`src/rtl/raster_pkg.sv`:
```
package raster_pkg;

    // #########################################################################
    // bus, record and queue sizes
    // #########################################################################

    localparam int bus_addr_width = 26;         // byte address, word aligned
    localparam int word_bytes = 4;

    localparam int triangle_vertices = 3;
    localparam int vertex_words = 4;            // x, y, z, w
    localparam int colour_words = 3;
    localparam int record_words = triangle_vertices * vertex_words + colour_words;
    localparam int record_index_width = $clog2(record_words);

    localparam int fifo_depth = 4;              // whole triangle records
    localparam int fifo_pointer_width = $clog2(fifo_depth);
    localparam int slot_count_width = $clog2(fifo_depth + 1);

    localparam int screen_width = 640;
    localparam int screen_height = 480;

    // #########################################################################
    // read bus
    // #########################################################################

    typedef struct packed {
        logic [bus_addr_width-1:0] address;
        logic read;
    } bus_request_t;

    typedef struct packed {
        logic [31:0] readdata;
        logic readdatavalid;
        logic waitrequest;
    } bus_response_t;

    // #########################################################################
    // geometry
    // #########################################################################

    typedef logic signed [31:0] fixed_t;        // 16.16

    typedef struct packed {
        fixed_t x;
        fixed_t y;
        fixed_t z;
        fixed_t w;
    } vertex_t;

    typedef struct packed {
        vertex_t [triangle_vertices-1:0] vertex;
        logic [colour_words-1:0][31:0] colour;
        logic last;                             // final triangle of the job
    } triangle_t;

    typedef struct packed {
        logic [15:0] min_x;
        logic [15:0] max_x;
        logic [15:0] min_y;
        logic [15:0] max_y;
        logic signed [31:0] area2;
        logic [31:0] colour;
    } setup_result_t;

endpackage

```
`src/rtl/vertex_fetch.sv`:
```
`timescale 1ns/1ps

module vertex_fetch import raster_pkg::*; (
    input  logic clock,
    input  logic reset,
    input  logic fetch_enable,
    input  logic [bus_addr_width-1:0] vertex_buffer_base,
    input  bus_response_t bus_response,
    input  logic [slot_count_width-1:0] free_slots,
    output bus_request_t bus_request,
    output triangle_t record,
    output logic record_valid
);

    typedef enum logic [2:0] {
        req_idle,
        req_count,          // count word on the bus
        req_wait_count,     // until the count has come back
        req_next,           // between records, waits for a free slot
        req_record
    } req_state_t;

    typedef enum logic [1:0] {
        rx_idle,
        rx_count,
        rx_record
    } rx_state_t;

    req_state_t req_state;
    rx_state_t rx_state;

    logic [record_index_width-1:0] req_word;
    logic [record_index_width-1:0] rx_word;
    logic [31:0] triangle_count;
    logic [31:0] triangles_requested;
    logic [31:0] triangles_received;
    logic [slot_count_width-1:0] in_flight;    // records requested, not yet pushed
    logic [31:0] word_buf [record_words];
    logic record_last;

    logic start_job;
    logic accepted;
    logic credit_ok;
    logic start_record;
    logic last_word_in;

    assign start_job = fetch_enable && req_state == req_idle && rx_state == rx_idle;
    assign accepted = bus_request.read && !bus_response.waitrequest;
    assign credit_ok = in_flight < free_slots;
    assign start_record = req_state == req_next && triangles_requested != triangle_count
                          && credit_ok;
    assign last_word_in = rx_state == rx_record && bus_response.readdatavalid
                          && rx_word == record_index_width'(record_words - 1);

    // #########################################################################
    // request side
    // #########################################################################

    always_ff @(posedge clock or negedge reset) begin
        if (!reset) begin
            req_state <= req_idle;
            bus_request.read <= 1'b0;
            bus_request.address <= '0;
            req_word <= '0;
            triangles_requested <= '0;
        end else begin
            case (req_state)
                req_idle: begin
                    if (start_job) begin
                        bus_request.address <= vertex_buffer_base;
                        bus_request.read <= 1'b1;
                        triangles_requested <= '0;
                        req_state <= req_count;
                    end
                end
                req_count: begin
                    if (accepted) begin
                        bus_request.read <= 1'b0;
                        bus_request.address <= bus_request.address + bus_addr_width'(word_bytes);
                        req_state <= req_wait_count;
                    end
                end
                req_wait_count: begin
                    if (rx_state == rx_record)
                        req_state <= req_next;
                end
                req_next: begin
                    if (triangles_requested == triangle_count) begin
                        req_state <= req_idle;
                    end else if (start_record) begin
                        bus_request.read <= 1'b1;   // address already points at the record
                        req_word <= '0;
                        req_state <= req_record;
                    end
                end
                req_record: begin
                    if (accepted) begin
                        bus_request.address <= bus_request.address + bus_addr_width'(word_bytes);
                        if (req_word == record_index_width'(record_words - 1)) begin
                            bus_request.read <= 1'b0;
                            triangles_requested <= triangles_requested + 1;
                            req_state <= req_next;
                        end else begin
                            req_word <= req_word + 1'b1;
                        end
                    end
                end
                default: req_state <= req_idle;
            endcase
        end
    end

    always_ff @(posedge clock or negedge reset) begin
        if (!reset) begin
            in_flight <= '0;
        end else begin
            case ({start_record, record_valid})
                2'b10: in_flight <= in_flight + 1'b1;
                2'b01: in_flight <= in_flight - 1'b1;
                default: in_flight <= in_flight;
            endcase
        end
    end

    // #########################################################################
    // receive side
    // #########################################################################

    always_ff @(posedge clock or negedge reset) begin
        if (!reset) begin
            rx_state <= rx_idle;
            rx_word <= '0;
            triangle_count <= '0;
            triangles_received <= '0;
            record_valid <= 1'b0;
            record_last <= 1'b0;
        end else begin
            record_valid <= last_word_in;
            case (rx_state)
                rx_idle: begin
                    if (start_job)
                        rx_state <= rx_count;
                end
                rx_count: begin
                    if (bus_response.readdatavalid) begin
                        triangle_count <= bus_response.readdata;
                        triangles_received <= '0;
                        rx_word <= '0;
                        rx_state <= rx_record;
                    end
                end
                rx_record: begin
                    if (last_word_in) begin
                        rx_word <= '0;
                        triangles_received <= triangles_received + 1;
                        record_last <= triangles_received + 1 == triangle_count;
                        if (triangles_received + 1 == triangle_count)
                            rx_state <= rx_idle;
                    end else if (bus_response.readdatavalid) begin
                        rx_word <= rx_word + 1'b1;
                    end
                end
                default: rx_state <= rx_idle;
            endcase
        end
    end

    always_ff @(posedge clock) begin
        if (rx_state == rx_record && bus_response.readdatavalid)
            word_buf[rx_word] <= bus_response.readdata;
    end

    // words arrive as x, y, z, w per vertex, then the colours
    always_comb begin
        for (int v = 0; v < triangle_vertices; v++) begin
            record.vertex[v].x = word_buf[v * vertex_words];
            record.vertex[v].y = word_buf[v * vertex_words + 1];
            record.vertex[v].z = word_buf[v * vertex_words + 2];
            record.vertex[v].w = word_buf[v * vertex_words + 3];
        end
        for (int c = 0; c < colour_words; c++)
            record.colour[c] = word_buf[triangle_vertices * vertex_words + c];
        record.last = record_last;
    end

endmodule

```
`src/rtl/triangle_fifo.sv`:
```
`timescale 1ns/1ps

module triangle_fifo import raster_pkg::*; (
    input  logic clock,
    input  logic reset,
    input  logic push,
    input  triangle_t push_record,
    input  logic pop,
    output triangle_t head,
    output logic not_empty,
    output logic [slot_count_width-1:0] free_slots
);

    triangle_t slots [fifo_depth];
    logic [fifo_pointer_width-1:0] write_ptr;
    logic [fifo_pointer_width-1:0] read_ptr;
    logic [slot_count_width-1:0] occupancy;
    logic do_pop;

    function automatic logic [fifo_pointer_width-1:0] next_ptr(
        input logic [fifo_pointer_width-1:0] ptr
    );
        if (ptr == fifo_pointer_width'(fifo_depth - 1))
            return '0;
        return ptr + 1'b1;
    endfunction

    assign do_pop = pop && not_empty;

    always_ff @(posedge clock) begin
        if (push)
            slots[write_ptr] <= push_record;
    end

    always_ff @(posedge clock or negedge reset) begin
        if (!reset) begin
            write_ptr <= '0;
            read_ptr <= '0;
            occupancy <= '0;
        end else begin
            if (push)
                write_ptr <= next_ptr(write_ptr);
            if (do_pop)
                read_ptr <= next_ptr(read_ptr);
            case ({push, do_pop})
                2'b10: occupancy <= occupancy + 1'b1;
                2'b01: occupancy <= occupancy - 1'b1;
                default: occupancy <= occupancy;
            endcase
        end
    end

    assign head = slots[read_ptr];          // show-ahead
    assign not_empty = occupancy != '0;
    assign free_slots = slot_count_width'(fifo_depth) - occupancy;

endmodule

```
`src/rtl/triangle_setup.sv`:
```
`timescale 1ns/1ps

module triangle_setup import raster_pkg::*; (
    input  logic clock,
    input  logic reset,
    input  triangle_t head,
    input  logic not_empty,
    input  logic stall,
    output logic pop,
    output setup_result_t result,
    output logic result_valid,
    output logic done
);

    typedef struct packed {
        logic signed [15:0] min_x;
        logic signed [15:0] max_x;
        logic signed [15:0] min_y;
        logic signed [15:0] max_y;
        logic signed [16:0] edge1_x;    // v1 - v0
        logic signed [16:0] edge1_y;
        logic signed [16:0] edge2_x;    // v2 - v0
        logic signed [16:0] edge2_y;
        logic [31:0] colour;
        logic last;
    } stage1_t;

    function automatic logic signed [15:0] min3(
        input logic signed [15:0] a,
        input logic signed [15:0] b,
        input logic signed [15:0] c
    );
        logic signed [15:0] m;
        m = (a < b) ? a : b;
        return (m < c) ? m : c;
    endfunction

    function automatic logic signed [15:0] max3(
        input logic signed [15:0] a,
        input logic signed [15:0] b,
        input logic signed [15:0] c
    );
        logic signed [15:0] m;
        m = (a > b) ? a : b;
        return (m > c) ? m : c;
    endfunction

    logic signed [15:0] px [triangle_vertices];
    logic signed [15:0] py [triangle_vertices];
    stage1_t s1_next;
    stage1_t s1;
    logic s1_valid;

    logic signed [34:0] area_full;
    logic signed [15:0] box_min_x;
    logic signed [15:0] box_max_x;
    logic signed [15:0] box_min_y;
    logic signed [15:0] box_max_y;
    logic keep;
    logic s2_last;

    assign pop = not_empty && !stall;

    // #########################################################################
    // stage 1: integer pixel positions, raw box, edges
    // #########################################################################

    always_comb begin
        for (int i = 0; i < triangle_vertices; i++) begin
            px[i] = head.vertex[i].x[31:16];    // drop the fraction
            py[i] = head.vertex[i].y[31:16];
        end
        s1_next.min_x = min3(px[0], px[1], px[2]);
        s1_next.max_x = max3(px[0], px[1], px[2]);
        s1_next.min_y = min3(py[0], py[1], py[2]);
        s1_next.max_y = max3(py[0], py[1], py[2]);
        s1_next.edge1_x = px[1] - px[0];
        s1_next.edge1_y = py[1] - py[0];
        s1_next.edge2_x = px[2] - px[0];
        s1_next.edge2_y = py[2] - py[0];
        s1_next.colour = head.colour[0];
        s1_next.last = head.last;
    end

    always_ff @(posedge clock or negedge reset) begin
        if (!reset)
            s1_valid <= 1'b0;
        else if (!stall)
            s1_valid <= pop;
    end

    always_ff @(posedge clock) begin
        if (pop)
            s1 <= s1_next;
    end

    // #########################################################################
    // stage 2: clamp, area, cull
    // #########################################################################

    // only the near side of each bound is clamped, so an off-screen box ends up empty
    always_comb begin
        area_full = s1.edge1_x * s1.edge2_y - s1.edge2_x * s1.edge1_y;
        box_min_x = (s1.min_x < 0) ? 16'sd0 : s1.min_x;
        box_min_y = (s1.min_y < 0) ? 16'sd0 : s1.min_y;
        box_max_x = (s1.max_x > 16'(screen_width - 1)) ? 16'(screen_width - 1) : s1.max_x;
        box_max_y = (s1.max_y > 16'(screen_height - 1)) ? 16'(screen_height - 1) : s1.max_y;
        keep = area_full != 0 && box_min_x <= box_max_x && box_min_y <= box_max_y;
    end

    always_ff @(posedge clock or negedge reset) begin
        if (!reset) begin
            result_valid <= 1'b0;
            s2_last <= 1'b0;
        end else if (!stall) begin
            result_valid <= s1_valid && keep;
            s2_last <= s1_valid && s1.last;     // culled or not
        end
    end

    always_ff @(posedge clock) begin
        if (!stall && s1_valid && keep) begin
            result.min_x <= box_min_x;
            result.max_x <= box_max_x;
            result.min_y <= box_min_y;
            result.max_y <= box_max_y;
            result.area2 <= area_full[31:0];
            result.colour <= s1.colour;
        end
    end

    // stage 2 hands its record on in a cycle without stall
    assign done = s2_last && !stall;

endmodule

```
`src/rtl/raster_front.sv`:
```
`timescale 1ns/1ps

module raster_front import raster_pkg::*; (
    input  logic clock,
    input  logic reset,
    input  logic fetch_enable,
    input  logic [bus_addr_width-1:0] vertex_buffer_base,
    input  bus_response_t bus_response,
    input  logic stall,
    output bus_request_t bus_request,
    output setup_result_t result,
    output logic result_valid,
    output logic done
);

    triangle_t record;
    logic record_valid;
    logic [slot_count_width-1:0] free_slots;
    triangle_t head;
    logic not_empty;
    logic pop;

    // #########################################################################
    // fetch -> queue -> setup
    // #########################################################################

    vertex_fetch fetch0 (
        .clock              (clock),
        .reset              (reset),
        .fetch_enable       (fetch_enable),
        .vertex_buffer_base (vertex_buffer_base),
        .bus_response       (bus_response),
        .free_slots         (free_slots),
        .bus_request        (bus_request),
        .record             (record),
        .record_valid       (record_valid)
    );

    triangle_fifo fifo0 (
        .clock       (clock),
        .reset       (reset),
        .push        (record_valid),
        .push_record (record),
        .pop         (pop),
        .head        (head),
        .not_empty   (not_empty),
        .free_slots  (free_slots)
    );

    triangle_setup setup0 (
        .clock        (clock),
        .reset        (reset),
        .head         (head),
        .not_empty    (not_empty),
        .stall        (stall),
        .pop          (pop),
        .result       (result),
        .result_valid (result_valid),
        .done         (done)
    );

endmodule

```
`config.mk`:
```
export PLATFORM = sky130hd
export DESIGN_NAME = raster_front
export DESIGN_NICKNAME = d
export VERILOG_FILES = /design/src/rtl/raster_pkg.sv /design/src/rtl/vertex_fetch.sv /design/src/rtl/triangle_fifo.sv /design/src/rtl/triangle_setup.sv /design/src/rtl/raster_front.sv
export SDC_FILE = /design/constraint.sdc
export NUM_CORES = 2
export LEC_CHECK = 0
export ABC_AREA = 1
export BUFFER_PORTS_ARGS = -buffer_cell sky130_fd_sc_hd__buf_2
export CAP_MARGIN = 20
export CORE_ASPECT_RATIO = 1.2
export CORE_UTILIZATION = 60
export DETAILED_ROUTE_END_ITERATION = 8
export GPL_ROUTABILITY_DRIVEN = 0
export GPL_TIMING_DRIVEN = 0
export PLACE_DENSITY_LB_ADDON = 0.1
export SLEW_MARGIN = 15
export SYNTH_ARGS = -nofsm -noshare
export SYNTH_HDL_FRONTEND = slang
export SYNTH_HIERARCHICAL = 1
export SYNTH_SLANG_ARGS = --single-unit
```
`constraint.sdc`:
```
create_clock -name clock -period 14.4 [get_ports clock]
set_clock_uncertainty 0.1 [all_clocks]
set_input_delay 2.88 -clock clock [delete_from_list [all_inputs] [get_ports clock]]
set_output_delay 2.88 -clock clock [all_outputs]
set_load 0.01 [all_outputs]
```
After elaboration in Yosys (flattened, before gate mapping):

Memory sizes are Yosys's and may differ from the RTL's.
Index checks and enable logic that the tools add are counted.

* reductions and logical operators: 39
* $lt $le $gt $ge: 15
* equality and inequality tests: 31
* multiplexer cells: 63
* $mul: 2
* $add $sub $neg: 17

Operators by type and width (number)
* $mux W16: 12
* $mux W32: 5
* $pmux W32 S2: 2
* $mux W27: 3
* $pmux W26 S3: 1
* $mul A17 B17 Y34: 2
* $sub A16 B16 Y17: 4
* $add A32 B1 Y32 const B: 2
* $eq A32 B32 Y1: 2
* $gt A16 B16 Y1: 4
* $lt A16 B16 Y1: 4
* $reduce_bool A35 Y1: 1
* $sub A35 B35 Y35: 1
* $le A16 B16 Y1: 2
* $lt A16 B1 Y1 const B: 2
* $ne A32 B32 Y1: 1
* $mux W4: 7
* $add A26 B3 Y26 const B: 1
* $mux W3: 7
* $gt A16 B10 Y1 const B: 1
* $gt A16 B11 Y1 const B: 1
* $logic_and A1 B1 Y1: 16
* $mux W2: 8
* $ne A2 B1 Y1 const B: 8
* other kinds (32): 70

* logic and storage cells: 203
* register bits after elaboration: 444
* memories: 2
* memory bits (writable): 2404

Memories
* fifo0.slots: depth 4, width 481, rd ports 1, clocked after Yosys merged registers in 0, write ports 1, line triangle_fifo.sv:14 `triangle_t slots [fifo_depth];`
* fetch0.word_buf: depth 15, width 32, rd ports 15, clocked after Yosys merged registers in 0, write ports 1, line vertex_fetch.sv:38 `logic [31:0] word_buf [record_words];`

Depth between registers and ports, before layout:

* depth after elaboration: 6
* mapped depth: 46

Modules after synthesis:

The synthesis kept the hierarchy.

Modules (own cells, without submodules)
* triangle_fifo: area an instance 76034.2 sq um, cells an instance 5670, sequential area each 57950.6 sq um, instances 1
* triangle_setup: area an instance 40939.3 sq um, cells an instance 4895, sequential area each 8813.5 sq um, instances 1
* vertex_fetch: area an instance 23973.0 sq um, cells an instance 1902, sequential area each 17942.2 sq um, instances 1

Least setup slack after synthesis:

Ideal clock, no wire load.

* path kind: input to register
* start point: input port stall
* end point: register fifo0.occupancy[2]
* stages: 10
* library setup time: 0.117 ns
* slack: 3.011 ns
* data arrival time: 11.172 ns
* buffers on the path: 0
* cell sequence: nor2_1 -> inv_1 -> nor2_1 -> ha_1 -> inv_1 -> fa_1 -> nand2_1 -> nand3_1 -> nand2_1 -> nand2_1

* cells in the longest elaborated chain, start to end: 5
* elaborated cells on any way between the ends: 7
* those cells by class: eq/ne (2); mux (1); reduce/logical (4)

RTL lines
* start: declaration: line raster_front.sv:9 `input logic stall,`
* $logic_not A1 Y1 (*)
* $logic_and A1 B1 Y1 (*): line triangle_setup.sv:62 `assign pop = not_empty && !stall;`
* $logic_and A1 B1 Y1 (*): line triangle_fifo.sv:28 `assign do_pop = pop && not_empty;`
* named net fifo0.do_pop: line triangle_fifo.sv:18 `logic do_pop;`
* $eq A2 B1 Y1 / $eq A2 B2 Y1 (equally long branches): line triangle_fifo.sv:45 `case ({push, do_pop})`
* $pmux W3 S2 / $reduce_bool A2 Y1 (equally long branches)
* end signal: assignment: line triangle_fifo.sv:46 `2'b10: occupancy <= occupancy + 1'b1;`
* end signal: assignment: line triangle_fifo.sv:47 `2'b01: occupancy <= occupancy - 1'b1;`
* end signal: assignment: line triangle_fifo.sv:48 `default: occupancy <= occupancy;`
* end: declaration: line triangle_fifo.sv:17 `logic [slot_count_width-1:0] occupancy;`

Mark *: on every way through the listed nets, which the timed path passes. The rest lies on a longest branch.
A chain may end at the register's enable or synchronous reset.

Worst setup path in the final report:

* start point: register setup0/s1[91] (netlist name)
* end point: register, netlist name setup0/result[65]

* cells in the longest elaborated chain, start to end: 6

RTL lines
* start: declaration: line triangle_setup.sv:51 `stage1_t s1;`
* start signal: assignment: line triangle_setup.sv:94 `s1 <= s1_next;`
* $mul A17 B17 Y34: line triangle_setup.sv:103 `area_full = s1.edge1_x * s1.edge2_y - s1.edge2_x * s1.edge1_y;`
* $sub A35 B35 Y35: line triangle_setup.sv:103
* named net setup0.area_full[31]: line triangle_setup.sv:54 `logic signed [34:0] area_full;`
* $reduce_bool A35 Y1: line triangle_setup.sv:108 `keep = area_full != 0 && box_min_x <= box_max_x && box_min_y <= box_max_y;`
* $logic_and A1 B1 Y1 (2 in series): line triangle_setup.sv:108
* $logic_and A1 B1 Y1: line triangle_setup.sv:122 `if (!stall && s1_valid && keep) begin`

The timed path passes the listed nets, and every way through them passes these cells.

==> impl_results.rst <==
.. list-table::
   :header-rows: 1

   * - Metric
     - Value
   * - Setup repair after global routing missed its margin
     - false
   * - Clk pin slew, worst setup/hold paths
     - 60 ps
   * - Worst reg-to-reg setup slack
     - 3200 ps
   * - Post-cts gate resize count
     - 0
   * - Share of cells above drive strength 1
     - 0.07452
   * - Endpoints failing setup
     - 0
   * - Reg2reg start
     - setup0/s1[91]$_DFFE_PP_
   * - WS Path Type
     - reg2reg
   * - Synthesized area
     - 75,300 um2
   * - Crit path required time
     - 14,680 ps
   * - Final cell count without fillers
     - 10,139
   * - Critical Path Source Type
     - flip-flop
   * - Crit-path slowest cell
     - sky130_fd_sc_hd__clkbuf_1
   * - Total overflow reported by the global router
     - 0
   * - Remaining antenna violation count
     - 0
   * - Final total negative setup slack
     - 0 ps
   * - Total wirelength of the detailed-routed design
     - 200.8 mm
   * - Hold_ws
     - 316.8 ps
   * - Wirelength per Cell
     - 19.80 um
   * - Arr. time, crit path
     - 11,480 ps
   * - Synthesized area divided by synthesized cell count
     - 9.353 um2
   * - Placed Cells
     - 9,943
   * - Iteration-0 DRC Markers
     - 4,515
   * - Total half-perimeter wirelength after legalization and detailed placement
     - 155.6 mm
   * - Critical Path End
     - setup0/result[65]$_DFFE_PP_
   * - Number of antenna violations at the first check in global routing
     - 3
   * - Drt via density
     - 5.469
   * - Die footprint
     - 126,900 um2
   * - Via count
     - 55,447
   * - Launch point of the critical path
     - setup0/s1[91]$_DFFE_PP_
   * - Endpoint kind of the worst setup timing path
     - flip-flop
   * - Synth warnings
     - 6
   * - Setup repair bufs after CTS
     - 0
   * - Number of buffers added to fix hold violations after cts
     - 0
   * - Minimum clock period
     - 11,200 ps
   * - Area inside the core boundary
     - 124,700 um2
   * - Clock network latency to the later pin of the worst-skew pair
     - 760 ps
   * - Reported max-cap violation count
     - 0
   * - Share of the cycle needed by the critical path after routing
     - 0.7777
   * - Number of global-route vias before repair
     - 55,487
   * - Effective utilization at floorplan
     - 0.6037
   * - Iteration count of the initial detailed-routing pass
     - 8
   * - Number of top-level design ports
     - 221
   * - Status
     - finished clean
   * - TritonCTS clock tree
     - done
   * - Peak fanout along the critical path
     - 94
   * - Min-delay worst type
     - reg2reg
   * - Critical R2R Capture
     - setup0/result[65]$_DFFE_PP_
   * - R2R depth
     - 39
   * - Upper clock frequency limit
     - 89.30 MHz
   * - Number of H-tree branching levels
     - 3
   * - Buffers added on ports
     - 218
   * - Largest net degree at the start of global routing
     - 95
   * - CTS sink count
     - 1,086
   * - Cell chosen for the clock root
     - sky130_fd_sc_hd__clkbuf_16
   * - Y dimension of the die
     - 390.1 um
   * - Die width
     - 325.4 um
   * - Total clock buffers created by CTS
     - 102
   * - Stage delay of the slowest cell on the critical path
     - 640 ps
   * - Area growth from synthesis to final layout
     - 9.340%
   * - Post-Synthesis Cells
     - 8,051
   * - Net count, final
     - 9,436
   * - Number of hold-slack violations in the final timing report
     - 0
   * - Layout Utilization
     - 0.6601
   * - Buffer levels on the longest clock path
     - 3
   * - Transition time at the pin with the least slew margin
     - 982.9 ps
   * - Max-Slew Margin vs Limit
     - 0.3448
   * - Rows
     - 142
   * - First-pass GRT wire length
     - 307.5 mm
   * - Number of DRC violations after detailed routing
     - 0
   * - Max-slew violations
     - 0
   * - GRT Resource Usage Total
     - 0.3202
-- final cells by class --
class | instances | area [um2]
Multi-Input combinational cell | 4797 | 35120
Timing Repair Buffer | 235 | 1478
Clock inverter | 78 | 792.0
Clock buffer | 116 | 2615
Buffer | 334 | 1468
Inverter | 1835 | 6925
Tap cell | 1656 | 2072
Antenna cell | 2 | 5.005
Fill cell | 10095 | 42390
Sequential cell | 1086 | 31860
-- how the worst min path moves through the flow --
stage,startpoint,end,cells after the start
final,setup0/s1[24]$_DFFE_PP_,setup0/result[23]$_DFFE_PP_,0
after global placement,setup0/s1[4]$_DFFE_PP_,setup0/result[3]$_DFFE_PP_,0
after CTS,setup0/s1[24]$_DFFE_PP_,setup0/result[23]$_DFFE_PP_,0
after detailed placement,setup0/s1[23]$_DFFE_PP_,setup0/result[22]$_DFFE_PP_,0
after floorplan,setup0/s1[1]$_DFFE_PP_,setup0/result[0]$_DFFE_PP_,0
after global routing,setup0/s1[30]$_DFFE_PP_,setup0/result[29]$_DFFE_PP_,0
-- state kept, by name, indices dropped and copies added, names as in the netlist, 4 cells and up --
| signal | flops |
|---|---|
| fetch0/triangles_requested | 32 |
| fifo0/slots | 516 |
| fetch0/triangles_received | 32 |
| fetch0/req_word | 4 |
| fetch0/bus_request | 27 |
| fetch0/word_buf | 128 |
| setup0/result | 126 |
| fetch0/rx_word | 4 |
| fetch0/triangle_count | 32 |
| setup0/s1 | 165 |
-- critical path, delay by kind of cell, from the launching register on --
kind            cells  cell delay (ps)
compound gates     10             1810
fa+ha+maj           8             3820
flops               1              340
simple gates        9             1480
xor+xnor            2              740
buf+inv            10             2270
-- metrics by stage --
| step | worst slack, ps | cell area [um2] |
|---|---|---|
| 2_1_floorplan | 3011 | 75300 |
| 3_3_place_gp | -1276 | 78470 |
| 3_5_place_dp | 3411 | 78920 |
| 4_1_cts | 3358 | 82330 |
| 5_1_grt | 2746 | 82330 |
| 6_report | 3202 | 82330 |
-- metal layers --
layer / vias up / part of all wire / track usage
met2: 2120 / 0.50 / 0.5533
met1: 26734 / 0.36 / 0.3710
met4: 2 / 0.079 / 0.2245
met5: - / 0.000065 / 0
li1: 25972 / - / -
met3: 619 / 0.060 / 0.04028
-- layout by cell type (no fill, tap or decap), types with 18 or more instances in the layout --
cell,instances
sky130_fd_sc_hd__inv_1,1817
sky130_fd_sc_hd__buf_4,19
sky130_fd_sc_hd__nand3_1,241
sky130_fd_sc_hd__xor2_1,108
sky130_fd_sc_hd__nand4_1,46
sky130_fd_sc_hd__o21ai_1,20
sky130_fd_sc_hd__fa_1,599
sky130_fd_sc_hd__nor2_2,18
sky130_fd_sc_hd__a31oi_1,19
sky130_fd_sc_hd__nor3_1,47
sky130_fd_sc_hd__xnor2_1,81
sky130_fd_sc_hd__a21oi_1,242
sky130_fd_sc_hd__clkinv_2,24
sky130_fd_sc_hd__ha_1,382
sky130_fd_sc_hd__buf_2,313
sky130_fd_sc_hd__nor2_1,361
sky130_fd_sc_hd__nand2_1,1901
sky130_fd_sc_hd__dfrtp_1,151
sky130_fd_sc_hd__clkinv_1,20
sky130_fd_sc_hd__o211ai_1,267
sky130_fd_sc_hd__clkbuf_16,102
sky130_fd_sc_hd__clkbuf_1,226
sky130_fd_sc_hd__or2_2,21
sky130_fd_sc_hd__nand2_2,24
sky130_fd_sc_hd__edfxtp_1,935
sky130_fd_sc_hd__o22ai_1,22
sky130_fd_sc_hd__o21ai_0,260
Power is not shown: default switching activity piles up to over one toggle a cycle in this logic, so the estimate is an artifact.
